===== config.mk =====
export PLATFORM = sky130hd
export DESIGN_NAME = divsqrt_top
export DESIGN_NICKNAME = d
export VERILOG_FILES = /design/src/source/divsqrt_pkg.sv /design/src/source/divsqrt_datapath.sv /design/src/source/divsqrt_fsm.sv /design/src/source/divsqrt_top.sv /design/src/source/iter_counter.sv /design/src/source/pipe_stage.sv
export SDC_FILE = /design/constraint.sdc
export NUM_CORES = 1
export LEC_CHECK = 0
export BUFFER_PORTS_ARGS = -buffer_cell sky130_fd_sc_hd__buf_2
export CAP_MARGIN = 10
export CORE_ASPECT_RATIO = 0.9
export CORE_MARGIN = 2
export CORE_UTILIZATION = 45
export DETAILED_ROUTE_END_ITERATION = 16
export PLACE_DENSITY = 0.74
export SETUP_SLACK_MARGIN = 0.5
export SLEW_MARGIN = 10
export SYNTH_ARGS = -nofsm -noshare
export SYNTH_HDL_FRONTEND = slang
export SYNTH_HIERARCHICAL = 1
export SYNTH_SLANG_ARGS = --single-unit

===== constraint.sdc =====
create_clock -name clk_i -period 6.6 [get_ports clk_i]
set_input_delay 1.32 -clock clk_i [delete_from_list [all_inputs] [get_ports clk_i]]
set_output_delay 1.32 -clock clk_i [all_outputs]
set_load 0.03 [all_outputs]

===== src/source/divsqrt_pkg.sv =====
// Common widths, operation codes and result layouts, imported by the divide/square-root RTL
package divsqrt_pkg;

  // ----------------------------
  // Widths
  // ----------------------------
  // Operand and root widths
  localparam int unsigned OPERAND_W  = 16;
  localparam int unsigned ROOT_W     = 8;
  localparam int unsigned TAG_W      = 4;
  // Result word holds either layout below
  localparam int unsigned RESULT_W   = 32;

  // Iteration counts, one result bit per step
  localparam int unsigned DIV_STEPS  = 16;
  localparam int unsigned SQRT_STEPS = 8;
  // Counter must hold DIV_STEPS
  localparam int unsigned CNT_W      = 5;

  // Stage payloads
  // Input word is op, opa, opb, tag
  localparam int unsigned IN_WORD_W  = 1 + 2 * OPERAND_W + TAG_W;
  // Output word is result, dz, tag
  localparam int unsigned OUT_WORD_W = RESULT_W + 1 + TAG_W;

  // ----------------------------
  // Types
  // ----------------------------
  typedef enum logic {
    OP_DIV  = 1'b0,
    OP_SQRT = 1'b1
  } op_e;

  // Divide layout
  typedef struct packed {
    logic [OPERAND_W-1:0] rem;
    logic [OPERAND_W-1:0] quo;
  } div_res_t;

  // Square-root layout, padding always zero
  typedef struct packed {
    logic [6:0]        pad_hi;
    logic [ROOT_W:0]   rem;
    logic [7:0]        pad_lo;
    logic [ROOT_W-1:0] root;
  } sqrt_res_t;

  // Same 32-bit word, read according to the operation
  typedef union packed {
    div_res_t  div_r;
    sqrt_res_t sqrt_r;
  } result_u;

endpackage


===== src/source/divsqrt_datapath.sv =====
// Restoring divide and square-root datapath, one result bit per step, result held until next start
`timescale 1ns/1ps

module divsqrt_datapath (
  input  logic                               clk_i,
  input  logic                               rst_n_i,
  input  logic                               start_i,
  input  logic                               step_i,
  input  divsqrt_pkg::op_e                   op_i,
  input  logic [divsqrt_pkg::OPERAND_W-1:0]  opa_i,
  input  logic [divsqrt_pkg::OPERAND_W-1:0]  opb_i,
  input  logic [divsqrt_pkg::TAG_W-1:0]      tag_i,
  output divsqrt_pkg::result_u               result_o,
  output logic                               dz_o,
  output logic [divsqrt_pkg::TAG_W-1:0]      tag_o
);

  import divsqrt_pkg::*;

  // ----------------------------
  // Registers
  // ----------------------------
  // Divide: dividend shifts out at the top, quotient bits enter at the bottom
  // Square root: radicand shifts out two bits per step
  logic [OPERAND_W-1:0] shift_q;
  logic [OPERAND_W-1:0] divisor_q;
  // Partial remainder, square root uses the low ROOT_W+1 bits
  logic [OPERAND_W-1:0] rem_q;
  logic [ROOT_W-1:0]    root_q;
  logic [TAG_W-1:0]     tag_q;
  op_e                  op_q;
  logic                 dz_q;

  // Trial subtraction signals
  logic [OPERAND_W:0]   div_part;
  logic [OPERAND_W+1:0] div_diff;
  logic                 div_ok;
  logic [ROOT_W+2:0]    sq_part;
  logic [ROOT_W+3:0]    sq_diff;
  logic                 sq_ok;

  // ----------------------------
  // Trial subtraction
  // ----------------------------
  always_comb begin
    // Next dividend bit appended to the remainder
    div_part = {rem_q, shift_q[OPERAND_W-1]};
    div_diff = {1'b0, div_part} - {2'b00, divisor_q};
    // No borrow means the quotient bit is one
    div_ok   = ~div_diff[OPERAND_W+1];

    // Next two radicand bits against 4*root+1
    sq_part  = {rem_q[ROOT_W:0], shift_q[OPERAND_W-1 -: 2]};
    sq_diff  = {1'b0, sq_part} - {2'b00, root_q, 2'b01};
    sq_ok    = ~sq_diff[ROOT_W+3];
  end

  // Control state of the operation
  always_ff @(posedge clk_i or negedge rst_n_i) begin
    if (!rst_n_i) begin
      op_q <= OP_DIV;
      dz_q <= 1'b0;
    end else if (start_i) begin
      op_q <= op_i;
      dz_q <= (op_i == OP_DIV) && (opb_i == '0);
    end
  end

  // Operands and partial results
  always_ff @(posedge clk_i) begin
    if (start_i) begin
      shift_q   <= opa_i;
      divisor_q <= opb_i;
      rem_q     <= '0;
      root_q    <= '0;
      tag_q     <= tag_i;
    end else if (step_i) begin
      if (op_q == OP_DIV) begin
        // Zero divisor always passes, giving all-ones quotient and rem = opa
        rem_q   <= div_ok ? div_diff[OPERAND_W-1:0] : div_part[OPERAND_W-1:0];
        shift_q <= {shift_q[OPERAND_W-2:0], div_ok};
      end else begin
        // Remainder never exceeds 2*root, fits ROOT_W+1 bits
        rem_q   <= {{(OPERAND_W-ROOT_W-1){1'b0}},
                    (sq_ok ? sq_diff[ROOT_W:0] : sq_part[ROOT_W:0])};
        shift_q <= {shift_q[OPERAND_W-3:0], 2'b00};
        root_q  <= {root_q[ROOT_W-2:0], sq_ok};
      end
    end
  end

  // ----------------------------
  // Result word
  // ----------------------------
  // Unused union bits read as zero
  always_comb begin
    result_o = '0;
    if (op_q == OP_DIV) begin
      result_o.div_r.rem = rem_q;
      result_o.div_r.quo = shift_q;
    end else begin
      result_o.sqrt_r.rem  = rem_q[ROOT_W:0];
      result_o.sqrt_r.root = root_q;
    end
  end

  assign dz_o  = dz_q;
  assign tag_o = tag_q;

endmodule


===== src/source/divsqrt_fsm.sv =====
// Control FSM that starts the iterative unit, waits for it and holds results under back-pressure
`timescale 1ns/1ps

module divsqrt_fsm (
  input  logic clk_i,
  input  logic rst_n_i,
  input  logic flush_i,
  // From the input stage
  input  logic in_valid_i,
  output logic in_ready_o,
  // Unit control
  output logic start_o,
  input  logic unit_done_i,
  // To the output stage
  output logic out_valid_o,
  input  logic out_ready_i,
  // Operation in the unit
  output logic busy_o
);

  typedef enum logic [1:0] {
    IDLE,
    BUSY,
    HOLD
  } state_e;

  state_e state_q;
  state_e state_d;

  // ----------------------------
  // Next state and outputs
  // ----------------------------
  always_comb begin
    in_ready_o  = 1'b0;
    out_valid_o = 1'b0;
    busy_o      = 1'b0;
    state_d     = state_q;

    unique case (state_q)
      // Waiting for work
      IDLE: begin
        in_ready_o = 1'b1;
        if (in_valid_i) begin
          state_d = BUSY;
        end
      end
      // Unit iterating
      BUSY: begin
        busy_o = 1'b1;
        if (unit_done_i) begin
          // Result ready, offer it downstream
          out_valid_o = 1'b1;
          if (out_ready_i) begin
            // Committed, restart at once if more work waits
            in_ready_o = 1'b1;
            state_d    = in_valid_i ? BUSY : IDLE;
          end else begin
            state_d = HOLD;
          end
        end
      end
      // Finished result waiting for the output stage
      HOLD: begin
        busy_o      = 1'b1;
        out_valid_o = 1'b1;
        if (out_ready_i) begin
          in_ready_o = 1'b1;
          state_d    = in_valid_i ? BUSY : IDLE;
        end
      end
      default: state_d = IDLE;
    endcase

    // Flush cancels everything
    if (flush_i) begin
      in_ready_o  = 1'b0;
      out_valid_o = 1'b0;
      busy_o      = 1'b0;
      state_d     = IDLE;
    end
  end

  // Start is the input handshake itself
  assign start_o = in_valid_i & in_ready_o;

  // State register
  always_ff @(posedge clk_i or negedge rst_n_i) begin
    if (!rst_n_i) begin
      state_q <= IDLE;
    end else begin
      state_q <= state_d;
    end
  end

endmodule


===== src/source/divsqrt_top.sv =====
// Top level of the 16-bit divide/square-root unit: input stage, control, unit and output stage
`timescale 1ns/1ps

module divsqrt_top (
  input  logic                              clk_i,
  input  logic                              rst_n_i,
  input  logic                              flush_i,
  // Input handshake and operation
  input  logic                              in_valid_i,
  output logic                              in_ready_o,
  input  divsqrt_pkg::op_e                  op_i,
  input  logic [divsqrt_pkg::OPERAND_W-1:0] opa_i,
  input  logic [divsqrt_pkg::OPERAND_W-1:0] opb_i,
  input  logic [divsqrt_pkg::TAG_W-1:0]     tag_i,
  // Output handshake and result
  output logic                              out_valid_o,
  input  logic                              out_ready_i,
  output divsqrt_pkg::result_u              result_o,
  output logic                              dz_o,
  output logic [divsqrt_pkg::TAG_W-1:0]     tag_o,
  // Valid data somewhere inside
  output logic                              busy_o
);

  import divsqrt_pkg::*;

  // Input stage side
  logic [IN_WORD_W-1:0]  in_word;
  logic [IN_WORD_W-1:0]  in_data;
  logic                  in_valid;
  op_e                   in_op;
  // Control
  logic                  fsm_ready;
  logic                  fsm_valid;
  logic                  fsm_busy;
  logic                  start;
  logic                  step;
  logic                  done;
  // Output stage side
  logic                  out_ready;
  result_u               dp_result;
  logic                  dp_dz;
  logic [TAG_W-1:0]      dp_tag;
  logic [OUT_WORD_W-1:0] out_data;

  // ----------------------------
  // Input stage
  // ----------------------------
  assign in_word = {op_i, opa_i, opb_i, tag_i};

  pipe_stage #(.WIDTH(IN_WORD_W)) in_stage_i (
    .clk_i   (clk_i),
    .rst_n_i (rst_n_i),
    .flush_i (flush_i),
    .valid_i (in_valid_i),
    .data_i  (in_word),
    .ready_o (in_ready_o),
    .ready_i (fsm_ready),
    .valid_o (in_valid),
    .data_o  (in_data)
  );

  assign in_op = op_e'(in_data[IN_WORD_W-1]);

  // ----------------------------
  // Control, timer, datapath
  // ----------------------------
  divsqrt_fsm divsqrt_fsm_i (
    .clk_i       (clk_i),
    .rst_n_i     (rst_n_i),
    .flush_i     (flush_i),
    .in_valid_i  (in_valid),
    .in_ready_o  (fsm_ready),
    .start_o     (start),
    .unit_done_i (done),
    .out_valid_o (fsm_valid),
    .out_ready_i (out_ready),
    .busy_o      (fsm_busy)
  );

  iter_counter iter_counter_i (
    .clk_i   (clk_i),
    .rst_n_i (rst_n_i),
    .flush_i (flush_i),
    .start_i (start),
    .op_i    (in_op),
    .step_o  (step),
    .done_o  (done)
  );

  // Operand fields sit below the op bit
  divsqrt_datapath divsqrt_datapath_i (
    .clk_i    (clk_i),
    .rst_n_i  (rst_n_i),
    .start_i  (start),
    .step_i   (step),
    .op_i     (in_op),
    .opa_i    (in_data[TAG_W+OPERAND_W +: OPERAND_W]),
    .opb_i    (in_data[TAG_W +: OPERAND_W]),
    .tag_i    (in_data[TAG_W-1:0]),
    .result_o (dp_result),
    .dz_o     (dp_dz),
    .tag_o    (dp_tag)
  );

  // ----------------------------
  // Output stage
  // ----------------------------
  pipe_stage #(.WIDTH(OUT_WORD_W)) out_stage_i (
    .clk_i   (clk_i),
    .rst_n_i (rst_n_i),
    .flush_i (flush_i),
    .valid_i (fsm_valid),
    .data_i  ({dp_result, dp_dz, dp_tag}),
    .ready_o (out_ready),
    .ready_i (out_ready_i),
    .valid_o (out_valid_o),
    .data_o  (out_data)
  );

  assign result_o = out_data[OUT_WORD_W-1 -: RESULT_W];
  assign dz_o     = out_data[TAG_W];
  assign tag_o    = out_data[TAG_W-1:0];

  // Any stage or the unit holding valid work
  assign busy_o = in_valid | fsm_busy | out_valid_o;

endmodule


===== src/source/iter_counter.sv =====
// Iteration timer that paces the datapath steps and flags completion of an operation
`timescale 1ns/1ps

module iter_counter (
  input  logic             clk_i,
  input  logic             rst_n_i,
  input  logic             flush_i,
  input  logic             start_i,
  input  divsqrt_pkg::op_e op_i,
  output logic             step_o,
  output logic             done_o
);

  import divsqrt_pkg::*;

  logic [CNT_W-1:0] cnt_q;
  // Operation running, cleared once done has pulsed
  logic             run_q;

  // Step while steps remain, done right after the last one
  assign step_o = (cnt_q != '0);
  assign done_o = run_q & ~step_o;

  always_ff @(posedge clk_i or negedge rst_n_i) begin
    if (!rst_n_i) begin
      cnt_q <= '0;
      run_q <= 1'b0;
    end else if (flush_i) begin
      cnt_q <= '0;
      run_q <= 1'b0;
    end else if (start_i) begin
      // Start may coincide with done of the previous operation
      cnt_q <= (op_i == OP_DIV) ? CNT_W'(DIV_STEPS) : CNT_W'(SQRT_STEPS);
      run_q <= 1'b1;
    end else begin
      if (step_o) begin
        cnt_q <= cnt_q - 1'b1;
      end
      if (done_o) begin
        run_q <= 1'b0; // single pulse
      end
    end
  end

endmodule


===== src/source/pipe_stage.sv =====
// Single elastic valid/ready register stage with flush, used as input and output buffer
`timescale 1ns/1ps

module pipe_stage #(
  parameter int unsigned WIDTH = divsqrt_pkg::IN_WORD_W
) (
  input  logic             clk_i,
  input  logic             rst_n_i,
  input  logic             flush_i,
  // Upstream side
  input  logic             valid_i,
  input  logic [WIDTH-1:0] data_i,
  output logic             ready_o,
  // Downstream side
  input  logic             ready_i,
  output logic             valid_o,
  output logic [WIDTH-1:0] data_o
);

  logic             valid_q;
  logic             live_q;
  logic [WIDTH-1:0] data_q;
  logic             load;

  // ----------------------------
  // Handshake
  // ----------------------------
  // Accept when downstream takes our item or the stage is empty
  // Stage stays closed until the first edge after reset
  assign ready_o = live_q & (ready_i | ~valid_q) & ~flush_i;
  // Nothing leaves during a flush
  assign valid_o = valid_q & ~flush_i;
  // Upstream transfer
  assign load    = valid_i & ready_o;

  // Valid flag and out-of-reset flag
  always_ff @(posedge clk_i or negedge rst_n_i) begin
    if (!rst_n_i) begin
      live_q  <= 1'b0;
      valid_q <= 1'b0;
    end else begin
      live_q <= 1'b1;
      if (flush_i) begin
        // Drop whatever is held
        valid_q <= 1'b0;
      end else if (ready_o) begin
        // Refill or drain
        valid_q <= valid_i;
      end
    end
  end

  // ----------------------------
  // Payload
  // ----------------------------
  // Loads only on an upstream transfer
  always_ff @(posedge clk_i) begin
    if (load) begin
      data_q <= data_i;
    end
  end

  assign data_o = data_q;

endmodule


==> flow_metrics.env <==
export IMPL_fmaxAchievable_ghz=0.217
export IMPL_die_h_um=123
export IMPL_row_count=43
export IMPL_routed_via_density=5.45
export IMPL_final_core_util=0.537
export IMPL_drt_iter0_markers=443
export IMPL_drtPass1Iterations=5
export IMPL_initial_core_util=0.461
export IMPL_rsz0062_at_grt="no"
export IMPL_finClkSkew_ns=0.0130
export IMPL_diodes=0
export IMPL_yosys_area_top_type="edfxtp_1"
export IMPL_crit_type="reg2out"
export IMPL_area_growth_pct=16.6
export IMPL_hold_path_class="reg2reg"
export IMPL_nets=746
export IMPL_setup_viol=0
export IMPL_via_count=4829
export IMPL_hold_start="in_stage_i/data_o[2]"
export IMPL_clock_path_buffers=2
export IMPL_cp_arrival_ns=3.30
export IMPL_p_leak_nw=3.23
export IMPL_cap_violations=0
export IMPL_slew_headroom=0.377
export IMPL_synth_most_common_cell="edfxtp_1"
export IMPL_timing_rr_start="iter_counter_i/cnt_q[0]"
export IMPL_port_buffers=81
export IMPL_drt_wirelength_per_cell_um=16.3
export IMPL_synthArstFlopShare=0.0946
export IMPL_cp_start_kind="flip-flop"
export IMPL_ir_drop_mv=0.269
export IMPL_n_fill_cell=1350
export IMPL_maxSlewViolCount=0
export IMPL_gp_congestion=0.865
export IMPL_post_cts_resized=0
export IMPL_synth_distinct_cells=65
export IMPL_postCtsSetupRepairBufs=0
export IMPL_hpwl_um=9890
export IMPL_top_level_ports=82
export IMPL_synthTopCellsByArea="edfxtp_1, dfxtp_1, ha_1"
export IMPL_antenna_left=0
export IMPL_synth_net_count=668
export IMPL_whs_ns=0.419
export IMPL_die_area_um2=16800
export IMPL_clkTransAtPathRegs_ns=0.07
export IMPL_synth_seq_area_share=0.583
export IMPL_cts_root_buf="clkbuf_16"
export IMPL_highest_layer="met4"
export IMPL_ys_top_cells_by_count="edfxtp_1, nand2_1, a21oi_1, inv_1, nor2_1"
export IMPL_synth_cells=593
export IMPL_grt_max_degree=75
export IMPL_grt_pass1_wl_um=23300
export IMPL_fin_crit_ns=4.62
export IMPL_powerDensity_nw_per_um2=450
export IMPL_critical_path_peak_fanout=16
export IMPL_clock_sinks=148
export IMPL_critPathRequiredTime_ns=5.28
export IMPL_grt_pass1_vias=4855
export IMPL_finalHoldViolations=0
export IMPL_antenna_found_initial=0
export IMPL_status="complete, no violations"
export IMPL_drc_errors=0
export IMPL_setup_tns_ns=0
export IMPL_synth_edf_count=110
export IMPL_avgSynthCellArea_um2=12.0
export IMPL_grt_use_total=0.182
export IMPL_wl_met3_um=864
export IMPL_cts_hold_buffers_added=0
export IMPL_insertion_delay_ns=0.44
export IMPL_synth_flop_cell="edfxtp_1"
export IMPL_wl_met1_um=6330
export IMPL_end_kind="output pin"
export IMPL_synth_seq_cells=148
export IMPL_wl_um=14400
export IMPL_cts_tree="done"
export IMPL_numCtsBuffers=17
export IMPL_rrSetupSlack_ns=2.51
export IMPL_yosysWarningCount=6
export IMPL_tightest_slew_ns=0.927
export IMPL_fp_coreArea_um2=15400
export IMPL_gr_total_overflow=0
export IMPL_dr_wl_met2_um=6870
export IMPL_synth_area_um2=7090
export IMPL_timing_final_crit_share=0.699
export IMPL_final_layout_size_suffix_gt1_frac=0.212
export IMPL_yosysTopAreaCellShare=0.466
export IMPL_die_x_um=136
export IMPL_setup_worst_path_start="iter_counter_i/cnt_q[0]"
export IMPL_p_total_mw=3.72
export IMPL_htree_num_levels=4
## per-stage QoR
stage | instances | setup slack (ns) | cell area (µm²)
after CTS | 886 | 1.99 | 8260
after detailed placement | 854 | 2.26 | 7640
after global routing | 886 | 1.77 | 8260
final | 886 | 1.98 | 8260
after floorplan | 593 | 0.773 | 7090
after global placement | 854 | 2.33 | 7640
## metal layers
metal / vias to the layer above / track usage
li1: 2330 / -
met1: 2305 / 0.234
met2: 158 / 0.285
met3: 36 / 0.0496
met4: 0 / 0.0905
met5: - / 0
## cell usage in the layout (no fill, tap or decap), types with 7 or more instances in the layout
master / instances
a211oi_1: 7
a21oi_1: 37
buf_2: 81
clkbuf_16: 17
dfrtp_1: 14
dfxtp_1: 24
edfxtp_1: 110
ha_1: 32
inv_1: 37
mux2_2: 13
mux2i_1: 15
nand2_1: 54
nand2b_1: 8
nor2_1: 33
nor2b_1: 18
nor3_1: 13
o21a_1: 7
o21ai_0: 31
xnor2_1: 9
## report_power, final
part	internal, mW	leakage (nW)	switching (mW)
Clock	0.587	0.308	0.418
Sequential	1.20	1.41	0.141
Combinational	0.579	1.52	0.791
## worst max-delay path, cell delays in order (launching register included)
cell	delay [ns]
dfrtp_1	0.41
inv_1	0.07
ha_1	0.20
or4b_1	0.76
nor2_1	0.32
a21o_1	0.15
a21oi_1	0.10
nor3_1	0.36
nor2b_4	0.09
nor3b_1	0.17
buf_2	0.22
## state kept, by name, summed over array words and instances, names as in the netlist
register,count
in_stage_i/data_o,37
out_stage_i/data_o,37
divsqrt_datapath_i/divisor_q,16
divsqrt_datapath_i/rem_q,16
divsqrt_datapath_i/shift_q,16
divsqrt_datapath_i/root_q,8
iter_counter_i/cnt_q,5
divsqrt_datapath_i/tag_o,4
divsqrt_fsm_i/state_q,2
divsqrt_datapath_i/dz_o,1
divsqrt_datapath_i/op_q,1
in_stage_i/live_q,1
in_stage_i/valid_q,1
iter_counter_i/run_q,1
out_stage_i/live_q,1
out_stage_i/valid_q,1
## kinds of logic (layout without fill, tap and decap cells)
family                   count (synthesis)  in the layout  share of synthesized area
AND/OR/NAND/NOR                        171            171                      0.127
flip-flops                             148            148                      0.583
AO/OA/AOI/OAI                          132            132                      0.126
buffers and inverters                   64            155                     0.0427
adder cells (fa/ha/maj)                 33             33                     0.0593
multiplexers                            28             28                     0.0418
XOR/XNOR                                15             15                     0.0185
other                                    2              2                    0.00106
## layout make-up
type / count / area (µm²) / area share
clock buffer: 18 / 439 / 0.0531
timing repair buffer: 86 / 443 / 0.0536
inverter: 37 / 139 / 0.0168
multi-input combinational: 381 / 2680 / 0.324
clock inverter: 14 / 180 / 0.0218
tap: 202 / 253 / 0.0306
sequential: 148 / 4130 / 0.500
## path summary, 6_finish.rpt
path | depth (start not counted) | end
worst max-delay path | 10 | in_ready_o
worst min-delay path | 0 | divsqrt_datapath_i/tag_o[2]
worst max register to register | 9 | divsqrt_datapath_i/shift_q[7]
worst min register to register | 0 | divsqrt_datapath_i/tag_o[2]
max in group asynchronous | 1 | iter_counter_i/cnt_q[2]
min in group asynchronous | 1 | divsqrt_fsm_i/state_q[0]
Note: power is estimated with default switching activity, not from simulation.
